$ cat config.mk
export PLATFORM = sky130hd
export DESIGN_NAME = bus_strobe_gen
export DESIGN_NICKNAME = d
export VERILOG_FILES = /design/src/hdl/gb_bus_pkg.sv /design/src/hdl/bus_strobe_gen.sv
export SDC_FILE = /design/constraint.sdc
export NUM_CORES = 1
export LEC_CHECK = 0
export BUFFER_PORTS_ARGS = -buffer_cell sky130_fd_sc_hd__buf_2
export CORE_AREA = 2 2 39 41
export CTS_BUF_LIST = sky130_fd_sc_hd__clkbuf_16
export DETAILED_ROUTE_END_ITERATION = 10
export DIE_AREA = 0 0 41 43
export PLACE_DENSITY_LB_ADDON = 0.3
export SETUP_SLACK_MARGIN = 0.2
export SLEW_MARGIN = 10
export SYNTH_ARGS = -nofsm -noshare
export SYNTH_HDL_FRONTEND = slang
export SYNTH_SLANG_ARGS = --single-unit
$ cat constraint.sdc
create_clock -name CLK_n -period 1.7 [get_ports CLK_n]
set_input_delay 0.34 -clock CLK_n [delete_from_list [all_inputs] [get_ports CLK_n]]
set_output_delay 0.34 -clock CLK_n [all_outputs]
set_load 0.03 [all_outputs]
$ cat src/hdl/gb_bus_pkg.sv
package gb_bus_pkg;

    // Number of wait states added to every I/O access
    localparam int IO_WAIT = 2;

    // The RAM is 1 KiB, addressed by the low bits of the raw view
    localparam int RAM_AW = 10;

    // I/O register file on page FF
    localparam int IO_REGS = 16;
    localparam int IO_AW = $clog2(IO_REGS);
    localparam logic [7:0] IO_PAGE = 8'hFF;

    // Width of the wait-state counter, wide enough to hold IO_WAIT
    localparam int WAIT_CW = $clog2(IO_WAIT + 1);

    // Bus operation requested by the requester
    typedef enum logic [2:0] {
        OP_FETCH  = 3'd0,
        OP_MEM_RD = 3'd1,
        OP_MEM_WR = 3'd2,
        OP_IO_RD  = 3'd3,
        OP_IO_WR  = 3'd4
    } bus_op_e;

    // T-state of the running bus cycle, idle between cycles
    typedef enum logic [1:0] {
        TS_IDLE = 2'd0,
        TS_T1   = 2'd1,
        TS_T2   = 2'd2,
        TS_T3   = 2'd3
    } tstate_e;

    // I/O view of the address: high byte is the page, low byte the register
    typedef struct packed {
        logic [7:0] page;
        logic [7:0] index;
    } bus_io_addr_t;

    // Memory cycles use the raw address, I/O cycles decode page and index
    typedef union packed {
        logic [15:0]  raw;
        bus_io_addr_t io;
    } bus_addr_u;

    typedef struct packed {
        bus_op_e    op;
        bus_addr_u  addr;
        logic [7:0] wdata;
    } bus_req_t;

    typedef struct packed {
        logic [7:0] rdata;
    } bus_rsp_t;

    // All strobes are active low
    typedef struct packed {
        logic m1_n;
        logic mreq_n;
        logic iorq_n;
        logic rd_n;
        logic wr_n;
    } bus_strobe_t;

    // An opcode fetch is a memory read with m1_n on top
    function automatic logic op_is_read(bus_op_e op);
        return (op == OP_FETCH) || (op == OP_MEM_RD) || (op == OP_IO_RD);
    endfunction

    function automatic logic op_is_io(bus_op_e op);
        return (op == OP_IO_RD) || (op == OP_IO_WR);
    endfunction

endpackage
$ cat src/hdl/bus_strobe_gen.sv
`timescale 1ns/1ns

module bus_strobe_gen
    import gb_bus_pkg::*;
(
    input  logic        CLK_n,
    input  logic        RESET_n,
    input  tstate_e     tstate,
    input  bus_req_t    cur,
    output bus_strobe_t strb
);

    logic is_rd;
    logic is_io;
    logic in_access;

    assign is_rd = op_is_read(cur.op);
    assign is_io = op_is_io(cur.op);

    // Data phase of the cycle, T2 including any wait states, and T3
    assign in_access = (tstate == TS_T2) || (tstate == TS_T3);

    // The T-state moves on the rising edge, so sampling it on the falling edge
    // gives strobes that follow the settled state of the current cycle
    always_ff @(negedge CLK_n or negedge RESET_n) begin
        if (!RESET_n) begin
            strb <= '1;
        end else begin
            // Everything idles high unless the decode below pulls it low
            strb <= '1;

            if (cur.op == OP_FETCH) begin
                // Opcode fetch, m1_n spans the whole cycle
                if (tstate != TS_IDLE) begin
                    strb.m1_n <= 1'b0;
                end
                if (in_access) begin
                    strb.rd_n   <= 1'b0;
                    strb.mreq_n <= 1'b0;
                end
            end else begin
                // Memory or I/O read
                if (in_access && is_rd) begin
                    strb.rd_n   <= 1'b0;
                    strb.iorq_n <= !is_io;
                    strb.mreq_n <= is_io;
                end

                // Writes drive wr_n through T2 and T3, data has been stable since T1
                if (in_access && !is_rd) begin
                    strb.wr_n   <= 1'b0;
                    strb.iorq_n <= !is_io;
                    strb.mreq_n <= is_io;
                end
            end
        end
    end

endmodule

After elaboration in Yosys (flattened, before gate mapping)
Index checks and enable logic that the tools add are counted.

Eq/ne operators: 5. Muxes and demuxes: 10. Reductions and logical operators: 10.

Operators by type and width (number): 1-bit 2-to-1 mux (8); 2-bit == test (second input constant) (2); 1-bit logical OR (4); 3-bit by 1-bit == test with 1-bit output (second input constant) (1); 3-bit by 2-bit == test with 1-bit output (second input constant) (1); 3-bit == test (second input constant) (1); 3-bit zero test (1); 3-bit 2-to-1 mux (1); 1-bit logical AND (2); 1-bit zero test (2); 2-bit 2-to-1 mux (1); 2-bit nonzero test (1).

Register bits: 5. Input port bits: 31. Output and inout bits: 5. Word-level logic and storage cells: 30.

Depth between registers and ports, before layout
Depth in word-level cells: 7. Depth in mapped cells: 2.

==> run summary <==
commonest cells in the netlist - dfstp_2 (5), o21ai_0 (2)
sequential area share after synthesis - 66.9%
Final WS setup - -0.435 ns
pre-CTS setup slack - -0.262 ns
Max stage delay on crit path - 0.52 ns
Placed Cells - 46
TritonCTS Sinks - 5
Worst-Margin Slew - 0.122 ns
Hold Path Class - input port to async pin
biggest regs - strb: 5 flops
Via density - 3.58
FF+latch area - 131 sq um
fillcell total - 137
Post-Syn Nets - 46
failing checks - negative setup slack
Async SR Flop Fraction - 100%
GRT Total Usage - 7.97%
DR WL/cell - 9.15 um
Clock Path Buffers - 2
mux cell area share after synthesis - 0%
RSZ-0062 raised after global routing - yes
Synth area leader - dfstp_2
crit-path leading delay family - flip-flops
Die Wd - 41 um
outcome - finished, violations left
VDD IR-drop max - 365 uV
dpl hpwl - 333 um
Slowest cell on crit path - dfstp_2
Top reg by flops - strb
static leakage - 0.239 nW
vias in the first global route - 228
Crit Path Class - flop to primary output
largest net degree at the start of global routing - 6
Non-Filler Instances - 55
Starting Density - 14.2%
Post-Synth XOR/XNOR Area - 0%
PwrDens - 1290 mW/mm^2
Max Cap Viol - 0
Hold Buf Count CTS - 0
synthesized cell area - 196 sq um
top_reg_cell synth - dfstp_2
Mapped Cells - 15
area share of fa/ha/maj cells after synthesis - 0%
Die Ht - 43 um
gpl congestion - 0.675
Post-DRT Antenna Nets - 0
drt total wl - 503 um
Final Hold Viols - 0
synth warn - 0
WP buf/inv - 1
total gr overflow - 0
most common cell in the synthesized netlist - dfstp_2
worst-path cell chain - buf_6
Slew headroom - 91.8%
layout cell share with drive strength beyond 1 - 74.4%
Setup Viol. Count Final - 5
root buffer cell - clkbuf_16
Slew Viols, Final - 0
# port buffers - 11
Post-synth EDFFs - 0
row count - 14
top cells by area, synth - dfstp_2 (67%), a21bo_1 (5.1%), o21ai_0 (5.1%), or3b_1 (4.5%), or3b_2 (4.5%)
Crit Path Max Fanout - 1
Clk pin slew, worst setup/hold paths - 0.03 ns
H-Tree Depth - 1
crit path capture type - primary output
syn avg cell area - 13.1 sq um
area of the core - 0.00138 sq mm
max reg flops - 5
global-route wire length before repair - 793 um
required time worst endpoint - 1.36 ns
footprint of the multi-input gates - 90.1 sq um
CTS tree - built
Pre-antenna DRT Iters - 2
largest family of logic cells by synthesized area - simple AND/OR/NAND/NOR gates
Iteration-0 DRC Markers - 1
Area Growth Syn to Fin - 147%
CTS Buf Count - 3
I/O pin cnt - 36
post-synthesis simple-gate area fraction - 21.0%
initial antenna violation count - 0
ANT cells - 0
top-area cell type share of the netlist area - 66.9%
drc violations - 0
Synth Area in Compound Gates - 10.2%
startpoint types - flop
DIE AREA - 0.00176 sq mm
Crit path arrival time - 1.80 ns
Yosys reg bits - 5
Netlist cell types - 10
Via Count - 197
Nets - 71
what timing repair did:
item	CTS	global route
gates resized for setup	17	4
setup endpoints to repair	8	9
buffers inserted	1	0
pin swaps	2	3
power breakdown:
part | leakage [nW] | total, W | switching (W) | internal [W]
clock | 0.0689 | 0.000422 | 0.000101 | 0.000321
combinational | 0.117 | 0.0000706 | 0.0000316 | 0.0000389
sequential | 0.0527 | 0.000134 | 0.00000298 | 0.000131
total | 0.239 | 0.000627 | 0.000135 | 0.000491
layer usage:
layer	GRT usage, %	up-vias	share of wire (%)
met3	6.81	0	14
met2	8.75	12	50
met5	0	-	0
met4	10.0	0	0
li1	-	99	-
met1	7.52	86	36
final timing paths:
check / slack, ns / endpoint / start / depth (start not counted)
min: 0.87 / strb[2] / RESET_n / 1
max in group asynchronous: 0.80 / strb[1] / RESET_n / 1
max: -0.44 / strb[2] / strb[2] / 1
min in group CLK_n: 1.04 / strb[4] / tstate[0] / 2
cell families (layout without fill, tap and decap cells):
| logic type | Yosys count | in the layout |
|---|---|---|
| AOI/OAI and AO/OA | 3 | 3 |
| and+or+nand+nor | 6 | 6 |
| buffers and inverters | 1 | 25 |
| DFF | 5 | 5 |
through the flow:
stage	hold slack, ns	total power, W	TNS [ns]	area (sq um)	util (%)
CTS	0.869	0.000634	-2.18	464	33.5
global placement	1.18	0.000203	-1.41	304	22.0
global route	0.874	0.000671	-2.30	485	35.1
finish	0.870	0.000627	-2.14	485	35.1
floorplan	1.04	0.000179	-0.548	199	-
detailed placement	1.19	0.000205	-1.51	304	22.0
cells in the final DEF (no fill, tap or decap):
cell type and instances:
clkbuf_16 3, buf_4 4, buf_6 9, buf_2 3
a21bo_1 1, inv_1 6, nor2b_4 1, nand3_2 1
nor3_4 1, dfstp_2 5, nand3b_1 1, o21ai_1 2
or3b_4 2
layout make-up:
type                            count  area share (%)
Clock buffer                        3            15.5
Timing Repair Buffer               16            30.2
Sequential cell                     5            27.1
Multi-Input combinational cell      9            18.6
Tap cell                           16            4.12
Clock inverter                      6            4.64
Power figures use the tool's default switching activity.
