==> config.mk <==
export PLATFORM = sky130hd
export DESIGN_NAME = data_latch
export DESIGN_NICKNAME = d
export VERILOG_FILES = /design/src/hdl/gb_bus_pkg.sv /design/src/hdl/data_latch.sv
export SDC_FILE = /design/constraint.sdc
export NUM_CORES = 1
export LEC_CHECK = 0
export ABC_CLOCK_PERIOD_IN_PS = 2800
export BUFFER_PORTS_ARGS = -buffer_cell sky130_fd_sc_hd__buf_2
export CAP_MARGIN = 20
export CORE_AREA = 2 2 39 41
export CTS_BUF_LIST = sky130_fd_sc_hd__clkbuf_16
export DETAILED_ROUTE_END_ITERATION = 8
export DIE_AREA = 0 0 41 43
export PLACE_DENSITY_LB_ADDON = 0.25
export SLEW_MARGIN = 25
export SYNTH_ARGS = -nofsm -noshare
export SYNTH_HDL_FRONTEND = slang
export SYNTH_SLANG_ARGS = --single-unit
==> constraint.sdc <==
create_clock -name CLK_n -period 2.8 [get_ports CLK_n]
set_input_delay 0.28 -clock CLK_n [delete_from_list [all_inputs] [get_ports CLK_n]]
set_output_delay 0.28 -clock CLK_n [all_outputs]
set_load 0.1 [all_outputs]
==> src/hdl/gb_bus_pkg.sv <==
package gb_bus_pkg;

    // Number of wait states added to every I/O access
    localparam int IO_WAIT = 2;

    // The RAM is 1 KiB, addressed by the low bits of the raw view
    localparam int RAM_AW = 10;

    // I/O register file on page FF
    localparam int IO_REGS = 16;
    localparam int IO_AW = $clog2(IO_REGS);
    localparam logic [7:0] IO_PAGE = 8'hFF;

    // Width of the wait-state counter, wide enough to hold IO_WAIT
    localparam int WAIT_CW = $clog2(IO_WAIT + 1);

    // Bus operation requested by the requester
    typedef enum logic [2:0] {
        OP_FETCH  = 3'd0,
        OP_MEM_RD = 3'd1,
        OP_MEM_WR = 3'd2,
        OP_IO_RD  = 3'd3,
        OP_IO_WR  = 3'd4
    } bus_op_e;

    // T-state of the running bus cycle, idle between cycles
    typedef enum logic [1:0] {
        TS_IDLE = 2'd0,
        TS_T1   = 2'd1,
        TS_T2   = 2'd2,
        TS_T3   = 2'd3
    } tstate_e;

    // I/O view of the address: high byte is the page, low byte the register
    typedef struct packed {
        logic [7:0] page;
        logic [7:0] index;
    } bus_io_addr_t;

    // Memory cycles use the raw address, I/O cycles decode page and index
    typedef union packed {
        logic [15:0]  raw;
        bus_io_addr_t io;
    } bus_addr_u;

    typedef struct packed {
        bus_op_e    op;
        bus_addr_u  addr;
        logic [7:0] wdata;
    } bus_req_t;

    typedef struct packed {
        logic [7:0] rdata;
    } bus_rsp_t;

    // All strobes are active low
    typedef struct packed {
        logic m1_n;
        logic mreq_n;
        logic iorq_n;
        logic rd_n;
        logic wr_n;
    } bus_strobe_t;

    // An opcode fetch is a memory read with m1_n on top
    function automatic logic op_is_read(bus_op_e op);
        return (op == OP_FETCH) || (op == OP_MEM_RD) || (op == OP_IO_RD);
    endfunction

    function automatic logic op_is_io(bus_op_e op);
        return (op == OP_IO_RD) || (op == OP_IO_WR);
    endfunction

endpackage
==> src/hdl/data_latch.sv <==
`timescale 1ns/1ns

module data_latch
    import gb_bus_pkg::*;
(
    input  logic       CLK_n,
    input  logic       RESET_n,
    input  logic       clken,
    input  tstate_e    tstate,
    input  bus_req_t   cur,
    input  logic       wait_n,
    input  logic [7:0] mem_di,
    output logic [7:0] rdata
);

    logic wait_q;
    logic wait_rise;
    logic capture;

    assign wait_rise = !wait_q && wait_n;

    // Normal capture when T3 of a read completes, plus a one-shot when the wait
    // state ends so the byte is already held before the cycle resumes
    assign capture = op_is_read(cur.op) && wait_n &&
                     ((clken && (tstate == TS_T3)) ||
                      (wait_rise && ((tstate == TS_T2) || (tstate == TS_T3))));

    always_ff @(posedge CLK_n or negedge RESET_n) begin
        if (!RESET_n) begin
            rdata  <= 8'h00;
            wait_q <= 1'b1;
        end else begin
            if (capture) begin
                rdata <= mem_di;
            end
            wait_q <= wait_n;
        end
    end

endmodule

# Word-level counts from Yosys, hierarchy flattened
# Index checks and enable logic that the tools add are counted.
# word_totals
regBits	9
elab_cells	17
# classes
eq_ne	4
reduce_logical	11
# ops
cell	n
logical AND 1 bit	5
equality test 2 bit, second input constant	2
logical OR 1 bit	4
equality test 3 x 1 -> 1 bit, second input constant	1
equality test 3 x 2 -> 1 bit, second input constant	1
logical NOT 3 bit	1
logical NOT 1 bit	1

# Depth between registers and ports, before layout
# logic_depth
ltp_word	5
ltp_mapped	3
depth_no_buf	3

# Least setup slack after synthesis
# No wires, ideal clock.
# synth_path
path_type	input-to-reg
from	input port cur[25] in the netlist's numbering
to	register rdata[0]
setup_ns	0.125
arrival_time_ns	1.293
required_time_ns	2.675
setup_slack_ns	1.382
path_stages	3
path_cell_list	nor2b_4 a2111oi_4 mux2_2
# synth_between
elab_chain_cells	5
# synth_lines
element	line_no	text
from (decl)	data_latch.sv:10	input bus_req_t cur,
equality test 3 x 1 -> 1 bit / logical NOT 3 bit (equally long branches)	gb_bus_pkg.sv:67	return (op == OP_FETCH) || (op == OP_MEM_RD) || (op == OP_IO_RD);
logical OR 1 bit	gb_bus_pkg.sv:67	
logical OR 1 bit *	gb_bus_pkg.sv:67	
logical AND 1 bit * (2 in a row)	data_latch.sv:24	assign capture = op_is_read(cur.op) && wait_n &&
to (signal assigned)	data_latch.sv:34	rdata <= mem_di;
to (decl)	data_latch.sv:13	output logic [7:0] rdata
# Every way passes the cells marked *; elsewhere a longest branch is shown, timed or not.
# A chain may end at the register's enable or synchronous reset.

# Worst setup path in the final report
# layout_path
from	register wait_q
to	register rdata[4]
# layout_between
elab_chain_cells	5
# layout_lines
element	line_no	text
from (decl)	data_latch.sv:16	logic wait_q;
from (signal assigned)	data_latch.sv:36	wait_q <= wait_n;
logical NOT 1 bit	data_latch.sv:20	assign wait_rise = !wait_q && wait_n;
logical AND 1 bit	data_latch.sv:20	
logical AND 1 bit	data_latch.sv:26	(wait_rise && ((tstate == TS_T2) || (tstate == TS_T3))));
logical OR 1 bit	data_latch.sv:25	((clken && (tstate == TS_T3)) ||
logical AND 1 bit	data_latch.sv:24	
# No other way between the ends.

==> flow_metrics.py <==
metrics = {
    "synth": {
        "ys_types": 6,
        "syn_nets": 62,
        "ys_ff_latch": 9,
        "synth_top_area_share_pct": 54.8,
        "synth_edf_count": 0,
        "avgSynthCellArea_sq_um": 17.4,
        "yosys-top-cells-count": "dfrtp_1, mux2_2, nand2_1",
        "ys_seq_area_share_pct": 62.0,
        "yosysWarningCount": 0,
        "synthTopCellsByArea": "dfrtp_1, mux2_2, a2111oi_4, dfstp_2, nor2b_4",
        "synth_top_area_cell": "dfrtp_1",
        "netlist_area_sq_um": 365,
        "synthCells": 21,
        "synthArstFlopShare_pct": 100,
        "synth_flop_cell": "dfrtp_1",
    },
    "layout": {
        "postLayoutCoreUtil_pct": 42.9,
        "diodes": 0,
        "nets": 92,
        "drive_above_1_share_pct": 76.0,
        "area_growth_pct": 62.7,
        "stdcell_area_sq_um": 594,
    },
    "placement": {
        "place_ws_ps": 1110,
        "io_buffers": 24,
        "placed_area_sq_um": 505,
        "gp_congestion": 0.545,
    },
    "sta": {
        "slew_headroom_pct": 58.6,
        "slew_violations": 0,
        "period_needed_ps": 1470,
        "hold_viol": 0,
        "worst_pin_slew_ps": 621,
        "fmax_ghz": 0.682,
        "fin_crit_sh_pct": 52.4,
        "layout_setup_ws_ps": 1330,
        "rsz0062_at_grt": "no",
        "tns_ps": 0,
        "fin_worst_skew_ps": 0.564,
        "setup_viol": 0,
    },
    "setup_path": {
        "cp-start-kind": "flip-flop",
        "critPathMaxFanout": 8,
        "endpoint_kind": "flip-flop",
        "critical_path_required_ps": 2910,
        "worstRegToRegCells": 2,
        "r2r-start": "wait_q",
        "crit_end": "rdata[4]",
        "crit_path_start": "wait_q",
        "rr_endpoint": "rdata[4]",
        "crit_arrival_ps": 1580,
        "critPathKind": "flip-flop to flip-flop",
        "r2r_setup_slack_ps": 1330,
    },
    "die": {
        "io_pins": 49,
        "die_w_um": 41,
        "row_count": 14,
        "die_y_um": 43,
        "dieArea_sq_um": 1760,
        "initial_core_util_pct": 26.4,
        "core_area_sq_um": 1380,
    },
    "clocking": {
        "htreeDepth": 1,
        "ctsResizeCount": 0,
        "clock_latency_ps": 230,
        "cts_tree": "built",
        "cts_root_buffer": "clkbuf_16",
        "clock_path_buffers": 2,
        "clk_pin_slew_ps": 40,
        "cts_buffers": 3,
        "cts_sinks": 9,
    },
    "drt": {
        "routed_wl_um": 623,
        "dr_total_vias": 280,
        "avgRoutedWirePerCell_um": 9.44,
        "ant_nets": 0,
        "first_iter_violations": 3,
        "drc": 0,
        "first_pass_iters": 2,
        "avgViaCountPerCell": 4.24,
    },
    "power_and_ir_drop": {
        "p_per_area_nw_per_um2": 1190,
        "p_leak_nw": 0.293,
        "irDropWorstVdd_uv": 570,
    },
    "grt": {
        "antenna_found_initial": 0,
        "grt_pass1_vias": 259,
        "grt_use_total_pct": 9.63,
        "grt_max_degree": 10,
        "gr-total-overflow": 0,
        "grt_pass1_wl_um": 1060,
    },
    "outcome": {
        "status": "completed",
    },
    "run": {
        "maxCapViolCount": 0,
    },
    "min_path": {
        "hp-class": "primary input to flip-flop",
        "hold_depth": 1,
    },
}
through the flow:
stage,instances,power [mW],hold slack [ps]
detailed placement,61,0.469,142
global route,66,0.740,158
global placement,61,0.467,145
CTS,66,0.718,156
finish,66,0.707,160
floorplan,21,0.419,-15.6
logic make-up after synthesis:
| group | synth area share [%] |
|---|---|
| AOI/OAI and AO/OA | 7.54 |
| DFF | 62.0 |
| and+or+nand+nor | 5.82 |
| muxes | 24.7 |
per-layer routing:
| layer | wire, um | GRT usage (%) | vias up |
|---|---|---|---|
| met5 | 0 | 0 | - |
| met4 | 15 | 6.00 | 0 |
| met3 | 79 | 6.28 | 2 |
| met2 | 288 | 14.1 | 16 |
| met1 | 239 | 9.63 | 128 |
| li1 | - | - | 134 |
flip-flops by register name (all words and copies together) (netlist names):
signal,flops
rdata,8
wait_q,1
placed cells by master, fill, tap and decap left out:
| master | instances |
|---|---|
| buf_2 | 24 |
| nand2_1 | 2 |
| a2111oi_4 | 1 |
| clkbuf_16 | 3 |
| dfrtp_1 | 8 |
| inv_1 | 1 |
| dfstp_2 | 1 |
| mux2_2 | 8 |
| nor2b_4 | 1 |
| dlygate4sd3_1 | 1 |
power breakdown:
part	leakage [nW]	total, mW	internal, mW	switching [mW]
Sequential	0.107	0.173	0.161	0.0120
Combinational	0.144	0.293	0.0513	0.242
Clock	0.0423	0.241	0.186	0.0554
critical path, cell delays in order, from the launching register on:
cell	delay [ps]
dfstp_2	370
a2111oi_4	580
mux2_2	400
worst min-delay path by stage:
stage	from	to	slack, ps
2_1_floorplan	RESET_n	rdata[0]	-20
3_3_place_gp	RESET_n	rdata[3]	150
3_5_place_dp	RESET_n	rdata[3]	140
4_1_cts	wait_n	wait_q	160
5_1_grt	wait_n	wait_q	160
6_report	wait_n	wait_q	160
repair_timing:
| action | in CTS | in global routing |
|---|---|---|
| hold buffers | 1 | 0 |
| buffers inserted | 0 | 0 |
| hold endpoints to repair | 8 | 0 |
layout make-up:
| cell class | count | area, sq um |
|---|---|---|
| clock buffer | 3 | 75.1 |
| clock inverter | 1 | 3.75 |
| fill | 137 | 790 |
| multi-input combinational | 12 | 139 |
| sequential | 9 | 226 |
| tap | 16 | 20.0 |
| timing repair buffer | 25 | 130 |
Note: power is estimated with default switching activity, not from simulation.
