**src/hdl/gb_bus_pkg.sv**
```systemverilog
package gb_bus_pkg;

    // Number of wait states added to every I/O access
    localparam int IO_WAIT = 2;

    // The RAM is 1 KiB, addressed by the low bits of the raw view
    localparam int RAM_AW = 10;

    // I/O register file on page FF
    localparam int IO_REGS = 16;
    localparam int IO_AW = $clog2(IO_REGS);
    localparam logic [7:0] IO_PAGE = 8'hFF;

    // Width of the wait-state counter, wide enough to hold IO_WAIT
    localparam int WAIT_CW = $clog2(IO_WAIT + 1);

    // Bus operation requested by the requester
    typedef enum logic [2:0] {
        OP_FETCH  = 3'd0,
        OP_MEM_RD = 3'd1,
        OP_MEM_WR = 3'd2,
        OP_IO_RD  = 3'd3,
        OP_IO_WR  = 3'd4
    } bus_op_e;

    // T-state of the running bus cycle, idle between cycles
    typedef enum logic [1:0] {
        TS_IDLE = 2'd0,
        TS_T1   = 2'd1,
        TS_T2   = 2'd2,
        TS_T3   = 2'd3
    } tstate_e;

    // I/O view of the address: high byte is the page, low byte the register
    typedef struct packed {
        logic [7:0] page;
        logic [7:0] index;
    } bus_io_addr_t;

    // Memory cycles use the raw address, I/O cycles decode page and index
    typedef union packed {
        logic [15:0]  raw;
        bus_io_addr_t io;
    } bus_addr_u;

    typedef struct packed {
        bus_op_e    op;
        bus_addr_u  addr;
        logic [7:0] wdata;
    } bus_req_t;

    typedef struct packed {
        logic [7:0] rdata;
    } bus_rsp_t;

    // All strobes are active low
    typedef struct packed {
        logic m1_n;
        logic mreq_n;
        logic iorq_n;
        logic rd_n;
        logic wr_n;
    } bus_strobe_t;

    // An opcode fetch is a memory read with m1_n on top
    function automatic logic op_is_read(bus_op_e op);
        return (op == OP_FETCH) || (op == OP_MEM_RD) || (op == OP_IO_RD);
    endfunction

    function automatic logic op_is_io(bus_op_e op);
        return (op == OP_IO_RD) || (op == OP_IO_WR);
    endfunction

endpackage
```
**src/hdl/wait_timer.sv**
```systemverilog
`timescale 1ns/1ns

module wait_timer
    import gb_bus_pkg::*;
(
    input  logic        CLK_n,
    input  logic        RESET_n,
    input  logic        clken,
    input  bus_strobe_t strb,
    output logic        wait_n
);

    logic               iorq_q;
    logic               iorq_fall;
    logic [WAIT_CW-1:0] count;

    // iorq_n drops on the falling edge, so the next rising edge sees it here first
    assign iorq_fall = iorq_q && !strb.iorq_n;

    // The fall itself already holds off the cycle, which uses up one wait state
    // when the enable is high on that edge
    always_ff @(posedge CLK_n or negedge RESET_n) begin
        if (!RESET_n) begin
            iorq_q <= 1'b1;
            count  <= '0;
        end else begin
            iorq_q <= strb.iorq_n;
            if (iorq_fall) begin
                count <= clken ? WAIT_CW'(IO_WAIT - 1) : WAIT_CW'(IO_WAIT);
            end else if (clken && (count != '0)) begin
                count <= count - 1'b1;
            end
        end
    end

    // Memory cycles never assert iorq_n and so never see a wait state
    assign wait_n = !(iorq_fall || (count != '0));

endmodule

```
**config.mk**
```make
export PLATFORM = sky130hd
export DESIGN_NAME = wait_timer
export DESIGN_NICKNAME = d
export VERILOG_FILES = /design/src/hdl/gb_bus_pkg.sv /design/src/hdl/wait_timer.sv
export SDC_FILE = /design/constraint.sdc
export NUM_CORES = 1
export LEC_CHECK = 0
export ABC_CLOCK_PERIOD_IN_PS = 1700
export BUFFER_PORTS_ARGS = -buffer_cell sky130_fd_sc_hd__buf_2
export CAP_MARGIN = 20
export CORE_AREA = 10 10 47 49
export DETAILED_ROUTE_END_ITERATION = 10
export DIE_AREA = 0 0 57 59
export PLACE_DENSITY = 0.3
export SETUP_SLACK_MARGIN = 0.5
export SYNTH_ARGS = -nofsm -noshare
export SYNTH_HDL_FRONTEND = slang
export SYNTH_SLANG_ARGS = --single-unit
```
**constraint.sdc**
```tcl
create_clock -name CLK_n -period 1.7 [get_ports CLK_n]
set_input_delay 0.34 -clock CLK_n [delete_from_list [all_inputs] [get_ports CLK_n]]
set_output_delay 0.34 -clock CLK_n [all_outputs]
set_load 0.03 [all_outputs]
```
* After elaboration in Yosys (flattened, before gate mapping)
Index checks and enable logic that the tools add are counted.
Word-level totals: input port bits 8, word-level logic and storage cells 13, output and inout bits 1, flip-flop bits (word level) 3
Cells by class: add/sub/neg operators 1, reductions and logical operators 7, mux-type cells 3
Operators by type and width (count):
- $mux W2 | 3
- $reduce_bool A2 Y1 | 2
- $logic_and A1 B1 Y1 | 2
- $logic_not A1 Y1 | 2
- $sub A2 B1 Y2 const B | 1
- $logic_or A1 B1 Y1 | 1

* Logic depth before layout (Yosys ltp)
Gate-level depths: netlist (run 1).
depth after elaboration 4, gate-level depth with buffers 4, gate-level depth less buffers 4

* Least setup slack after synthesis (run 1)
OpenSTA, ideal clock, no wires.
kind flip-flop to output port, start register count[0], end output wait_n, data required time 1.360 ns, arrival time 1.059 ns, stages on the path, launching flop included 4, buffers on the path 0, setup slack 0.301 ns, path through dfrtp_1 -> inv_1 -> ha_1 -> nor2b_1
On the way: word-level cells in the longest chain between the ends 3
RTL lines:
- start, declared | line wait_timer.sv:15 | logic [WAIT_CW-1:0] count;
- start signal, assigned | line wait_timer.sv:29 | count <= clken ? WAIT_CW'(IO_WAIT - 1) : WAIT_CW'(IO_WAIT);
- start signal, assigned | line wait_timer.sv:31 | count <= count - 1'b1;
- $reduce_bool A2 Y1 | line wait_timer.sv:37 | assign wait_n = !(iorq_fall || (count != '0));
- $logic_or A1 B1 Y1 | line wait_timer.sv:37
- $logic_not A1 Y1 | line wait_timer.sv:37
- end, declared | line wait_timer.sv:10 | output logic wait_n
Every way passes these cells.

* Final worst setup path (run 1)
start register iorq_q, end output wait_n
On the way: word-level cells in the longest chain between the ends 3
RTL lines:
- start, declared | line wait_timer.sv:13 | logic iorq_q;
- start signal, assigned | line wait_timer.sv:27 | iorq_q <= strb.iorq_n;
- $logic_and A1 B1 Y1 | line wait_timer.sv:18 | assign iorq_fall = iorq_q && !strb.iorq_n;
- $logic_or A1 B1 Y1 | line wait_timer.sv:37
- $logic_not A1 Y1 | line wait_timer.sv:37
Every way passes these cells.

==> impl_results.md, run 1 <==
* Post-Synth Adder-Cell Area at under 10%
* Final worst path period share at between 80% and 90%
* Final setup skew at roughly 1.7 ps
* Compound-Gate Fraction of Synth Area at a little under an eighth
* Fmax at between 600 and 700 MHz
* Placer's final routability congestion estimate at just under 0.6
* Worst R2R Path Depth at 6
* Run status: completed
* Area Overhead vs Synth at 98.4%
* CTS tree: built
* Clk Latency, worst-skew pair at around 230 ps
* GRT Residual Overflow at 0
* Worst min path class: input port to flop
* Worst R2R Setup Slack at just under 400 ps
* Area of the multi-input gates at roughly 110 µm²
* Maximum root-to-sink buffer count at 2
* MaxCap Viol Count at 0
* Top area cells in the synthesized netlist: dfrtp_1 32%, dfstp_2 17%, nor2b_1 12%, nand3b_1 9.5%, ha_1 7.9%
* Final setup TNS at 0 ps
* Final min period at between 1000 and 1500 ps
* Mux contribution to synthesized area at 0%
* Crit path DAT at roughly 1100 ps
* Warnings from Yosys at 0
* Top cell type's share of synthesized area at a little under a third
* Reg clk slew, reported paths at ~30 ps
* DR vias/cell at 3.44
* HPWL after DPL at between 200 and 300 µm
* Synth Register Bits at 3
* CTS sink count at 3
* GRT Overall Usage at about 2.6%
* Detail Route Antenna Nets at 0
* Reg-to-Reg End: count[0]$_DFFE_PN0P_
* # nets final at 37
* CTS Buf Count at 3
* Diode count at 0
* Worst reg2reg path startpoint: count[1]$_DFFE_PN0P_
* Drc violations at 0
* Die Span Y at 59 µm
* P per Cell Area at ~1600 nW/µm²
* Crit path kind: flop to primary output
* Main combinational cell family by area after synthesis: simple AND/OR/NAND/NOR gates
* DR iter-0 viols at 0
* Core region area at roughly 1400 µm²
* Avg Inst Size Synth at 11.3 µm²
* Fillcell total at 162
* Layout cell share with drive strength beyond 1 at approximately 67%
* 1st-pass router iterations at 1
* Starting Density at 11.2%
* Max Slew Vio Count at 0
* Yosys cell types at 9
* Seq/Total Area, Yosys at 48.4%
* Max-Slew Margin vs Limit at roughly 84%
* Finished Core Util at around 22%
* Rows at 14
* CP Capture Point: wait_n
* Cell taking the most area after synthesis: dfrtp_1
* IO Port Bufs at 4
* Hold Crit Depth at 1
* Setup violations, final at 0
* RSZ-0062 raised after global routing: yes
* Static Leak at roughly 0.00014 µW
* Max VDD drop at ~0.48 mV
* Crit path from: iorq_q$_DFF_PN1_
* Required time of the critical path at roughly 1400 ps
* Post-Synth Simple-Gate Area at 27.0%
* Xor/xnor share of the synthesized area at 0%
* Global-route wire length before repair at between 600 and 700 µm
* H-tree depth at 1
* Ports at 9
* Register area at approximately 76 µm²
* Worst-path fanout max at 2
* Worst setup EP type: primary output
* Vias in the first global route at 148
* Die area at roughly 3400 µm²
* Routed wire per std cell at approximately 9.8 µm
* Clk root buf: clkbuf_4
* Synthesized area at between 150 and 200 µm²
* Syn Inst Count at 14
* Initial antenna violation count at 0
* Fin. Hold Viols at 0
* Die width at ~57 µm
* Routed via count at approximately 150
* Final WL at approximately 420 µm
* Largest net degree at the start of global routing at 5
* Worst setup SP type: flop
* Syn_nets at 23
* Worst-Margin Slew at about 230 ps
-- power breakdown --
part / internal [µW] / total (µW) / switching [µW]
clock network: 87.8 / 123 / 34.8
registers: 98.1 / 114 / 15.9
logic: 145 / 249 / 104
-- layout by cell type, fill, tap and decap left out --
cell           Yosys  final
inv_2              0      2
nand3b_1           2      2
clkbuf_1           0      1
buf_6              0      3
or3b_1             1      1
dlygate4sd3_1      0      1
buf_2              0      3
dfrtp_1            2      2
o311ai_2           0      1
dfstp_2            1      1
buf_4              0      2
o311a_1            1      1
clkbuf_4           0      3
nor2b_4            0      2
nor2b_1            3      1
ha_4               0      1
-- logic make-up after synthesis --
| kind of cell | Yosys count |
|---|---|
| AND/OR/NAND/NOR | 6 |
| flip-flops | 3 |
| AO/OA/AOI/OAI | 2 |
| buffers and inverters | 2 |
| adder cells (fa/ha/maj) | 1 |
-- registers in the layout, indices dropped and copies added, names as in the netlist --
signal  cells
iorq_q      1
count       2
-- critical path, cell delays in order, from the launching register on --
cell	delay (ps)
dfstp_2	520
nor2b_4	170
nor2b_4	50
buf_6	130
-- how the worst min path moves through the flow --
stage	from	to	slack (ps)
2_1_floorplan	RESET_n	count[0]$_DFFE_PN0P_	40
3_3_place_gp	RESET_n	count[1]$_DFFE_PN0P_	140
4_1_cts	strb[2]	iorq_q$_DFF_PN1_	240
5_1_grt	strb[2]	iorq_q$_DFF_PN1_	230
3_5_place_dp	RESET_n	count[1]$_DFFE_PN0P_	140
6_report	strb[2]	iorq_q$_DFF_PN1_	250
-- cell type report --
| type | count | share of cell area, % |
|---|---|---|
| multi-input cells | 9 | 34.8 |
| repair buffers | 9 | 23.6 |
| well taps | 16 | 6.40 |
| inverters | 2 | 2.40 |
| clock buffers | 4 | 8.40 |
| flip-flops and latches | 3 | 24.4 |
-- cell usage after synthesis --
library cell	n
dfrtp_1	2
dfstp_2	1
ha_1	1
inv_1	2
nand3b_1	2
nor2b_1	3
o311a_1	1
o311ai_1	1
or3b_1	1
-- routing by layer --
metal | routed length, µm | global-route usage, % | part of all wire, %
met1 | 210 | 2.37 | 50
met2 | 171 | 2.79 | 41
met3 | 39 | 2.36 | 9.3
met4 | 0 | 4.03 | 0
met5 | 0 | 0 | 0
-- per-stage QoR --
step	area, µm²	worst slack, ps	std cells	power (µW)	hold WS [ps]
finish	313	259	43	486	249
global route	313	220	43	527	229
CTS	273	249	41	421	240
detailed placement	208	399	34	252	138
global placement	208	398	34	251	136
floorplan	168	524	14	220	44.4
-- timing repair --
action / in CTS / in global routing
endpoints found under the hold margin: 2 / 0
resized for setup: 5 / 5
setup buffers: 2 / 2
hold buffers: 1 / 0
pin swaps: 1 / 2
endpoints found under the setup margin: 1 / 3
No activity file was read; power rests on OpenSTA's default activity.
==> inputs of run 2 (changes only) <==
Settings changed: ABC_AREA from default to 1, ABC_CLOCK_PERIOD_IN_PS 1700 to 1200.
Clock period 1.7 ns to 1.2 ns, I/O delays scaled along.
==> impl_results.md, run 2 <==
* Clk Latency, worst-skew pair at approximately 240 ps
* Clk pwr share at about a fifth
* # nets final at 48
* Sequential power share at between 15 and 20%
* Top area cells in the synthesized netlist: dfrtp_1 29%, nand2_1 22%, dfstp_2 15%, inv_1 15%, nand3_1 8.7%
* Met3 WL at between 15 and 20 µm
* Syn Inst Count at 25
* Cell taking the most area after synthesis: dfrtp_1
* Required time of the critical path at 960 ps
* Vias in the first global route at 212
* Ys flop type: dfrtp_1
* Max reg flops at 2
* Rows at 14
* Core region area at ~1400 µm²
* Routed via count at between 150 and 200
* Synthesized area at around 170 µm²
* Worst-path fanout max at 2
* Die area at 3360 µm²
* Worst setup SP type: flop
* Die Span Y at ~59 µm
* Commonest non-fill, non-tap cell in the layout: nand2_1
* Synth Register Bits at 3
* WL met2 at approximately 300 µm
* Placer's final routability congestion estimate at 0.747
* Violated checks: setup timing
* Fmax at about 740 MHz
* Largest net degree at the start of global routing at 5
* Avg Inst Size Synth at slightly below 7 µm²
* Max-Slew Margin vs Limit at 91.4%
* Pint at about 530 µW
* Reg clk slew, reported paths at roughly 40 ps
* Fillcell total at 168
* MaxCap Viol Count at 0
* Run status: finished with violations
* Worst setup EP type: primary output
* Final min period at 1350 ps
* Max Slew Vio Count at 0
* Register area at approximately 76 µm²
* Fin. Hold Viols at 0
* Slowest stage delay, CP at 380 ps
* CTS sink count at 3
* Drc violations at 0
* Yosys cell types at 7
* Post-synth EDFFs at 0
* Switching Share at a little under two fifths
* IO Port Bufs at 4
* Biggest regs: count (2), iorq_q (1)
* RSZ-0062 raised after global routing: yes
* Warnings from Yosys at 0
* Placed instance count at 45
* Setup violations, final at 3
* Crit path kind: flop to primary output
* Global-route wire length before repair at roughly 800 µm
* Worst min path class: input port to flop
* CTS tree: built
* GRT Overall Usage at roughly 3.3%
* Final worst path period share at 113%
* Final Non-Filler Cells at 54
* Final setup skew at approximately 8.7 ps
* DR iter-0 viols at 0
* P per Cell Area at around 2500 nW/µm²
* H-tree depth at 1
* Area Overhead vs Synth at 93.5%
* Clk root buf: clkbuf_4
* Slowest cell on the critical path: dfrtp_1
* Detail Route Antenna Nets at 0
* Die width at 57 µm
* Layout cell share with drive strength beyond 1 at 57.9%
* Diode count at 0
* Routed wire per std cell at between 8 and 9 µm
* Ys async rst share at 100%
* 1st-pass router iterations at 1
* Worst path cell trace: inv_2, ha_4, inv_4, a21oi_4, buf_6
* HPWL after DPL at 336 µm
* Crit path DAT at between 1000 and 1500 ps
* Final WL at 468 µm
* Highest Signal Layer: met3
* Worst Hold Slack at approximately 110 ps
* Static Leak at about 0.00018 µW
* Maximum root-to-sink buffer count at 2
* Initial antenna violation count at 0
* Ports at 9
* Syn_nets at 34
* M1 WL at between 150 and 200 µm
* Count leader, synth: nand2_1
* Max VDD drop at roughly 0.70 mV
* CTS Buf Count at 3
* Synth top cells by count: 10 x nand2_1, 7 x inv_1, 3 x nand3_1
* Top reg by flops: count
* GRT Residual Overflow at 0
* DR vias/cell at between 3 and 4
* Switching Power at 322 µW
* Seq/Total Area, Yosys at around 44%
* Combinational share of power at roughly three fifths
* Worst-Margin Slew at around 130 ps
* Final setup TNS at -311 ps
* Starting Density at roughly 12%
* Area of the multi-input gates at between 100 and 150 µm²
* Top cell type's share of synthesized area at around 29%
* Final WS setup at -154 ps
## run 2: timing repair
item / CTS / global route
hold buffers: 1 / 0
resized for setup: 6 / 4
setup endpoints to repair: 3 / 3
hold endpoints to repair: 3 / 0
setup buffers: 2 / 2
pin swaps: 5 / 3
## run 2: kinds of logic after synthesis
family | share of synthesized area [%]
and+or+nand+nor | 30.4
buffers and inverters | 15.2
AOI/OAI and AO/OA | 2.90
DFF | 44.2
adders and majority gates | 7.25
## run 2: layer usage
metal | vias up | track usage (%)
met5 | - | 0
met4 | 0 | 5.03
met3 | 0 | 1.29
met2 | 3 | 5.12
met1 | 92 | 2.72
li1 | 100 | -
## run 2: cell type report
cell class | count | area share [%]
clock buffer | 4 | 7.87
multi-input combinational | 15 | 32.6
tap | 16 | 5.99
sequential | 3 | 22.8
timing repair buffer | 9 | 22.1
inverter | 7 | 8.61
## run 2: worst max-delay path: cells and delay by family (launching register included)
kind / cells / cell delay (ps)
AO/OA/AOI/OAI: 1 / 100
adder cells (fa/ha/maj): 1 / 140
buffers and inverters: 3 / 260
flip-flops: 1 / 380
## run 2: final timing paths
check                                     start                    to  slack [ps]  depth (start not counted)
max reg2reg                count[1]$_DFFE_PN0P_  count[0]$_DFFE_PN0P_         -80                         11
min in group asynchronous               RESET_n  count[1]$_DFFE_PN0P_         320                          2
max                        count[1]$_DFFE_PN0P_                wait_n        -150                          5
max in group asynchronous               RESET_n      iorq_q$_DFF_PN1_         680                          2
min reg2reg                count[0]$_DFFE_PN0P_  count[0]$_DFFE_PN0P_         510                          2
min                                     strb[2]      iorq_q$_DFF_PN1_         110                          1
## run 2: power by group through the flow
stage | registers (µW) | logic, µW | clock network, µW
floorplan | 159 | 245 | 0
global placement | 164 | 303 | 0
detailed placement | 163 | 302 | 0
CTS | 166 | 416 | 191
global route | 168 | 560 | 195
finish | 165 | 504 | 181
## run 2: through the flow
stage          power, µW  setup WS (ps)  cell area (µm²)  util (%)
3_3_place_gp         467           28.1              239      17.1
6_report             850           -154              334      23.8
2_1_floorplan        404            138              199         -
3_5_place_dp         465           33.0              239      17.1
5_1_grt              923           -192              334      23.8
4_1_cts              773           -167              308      22.0
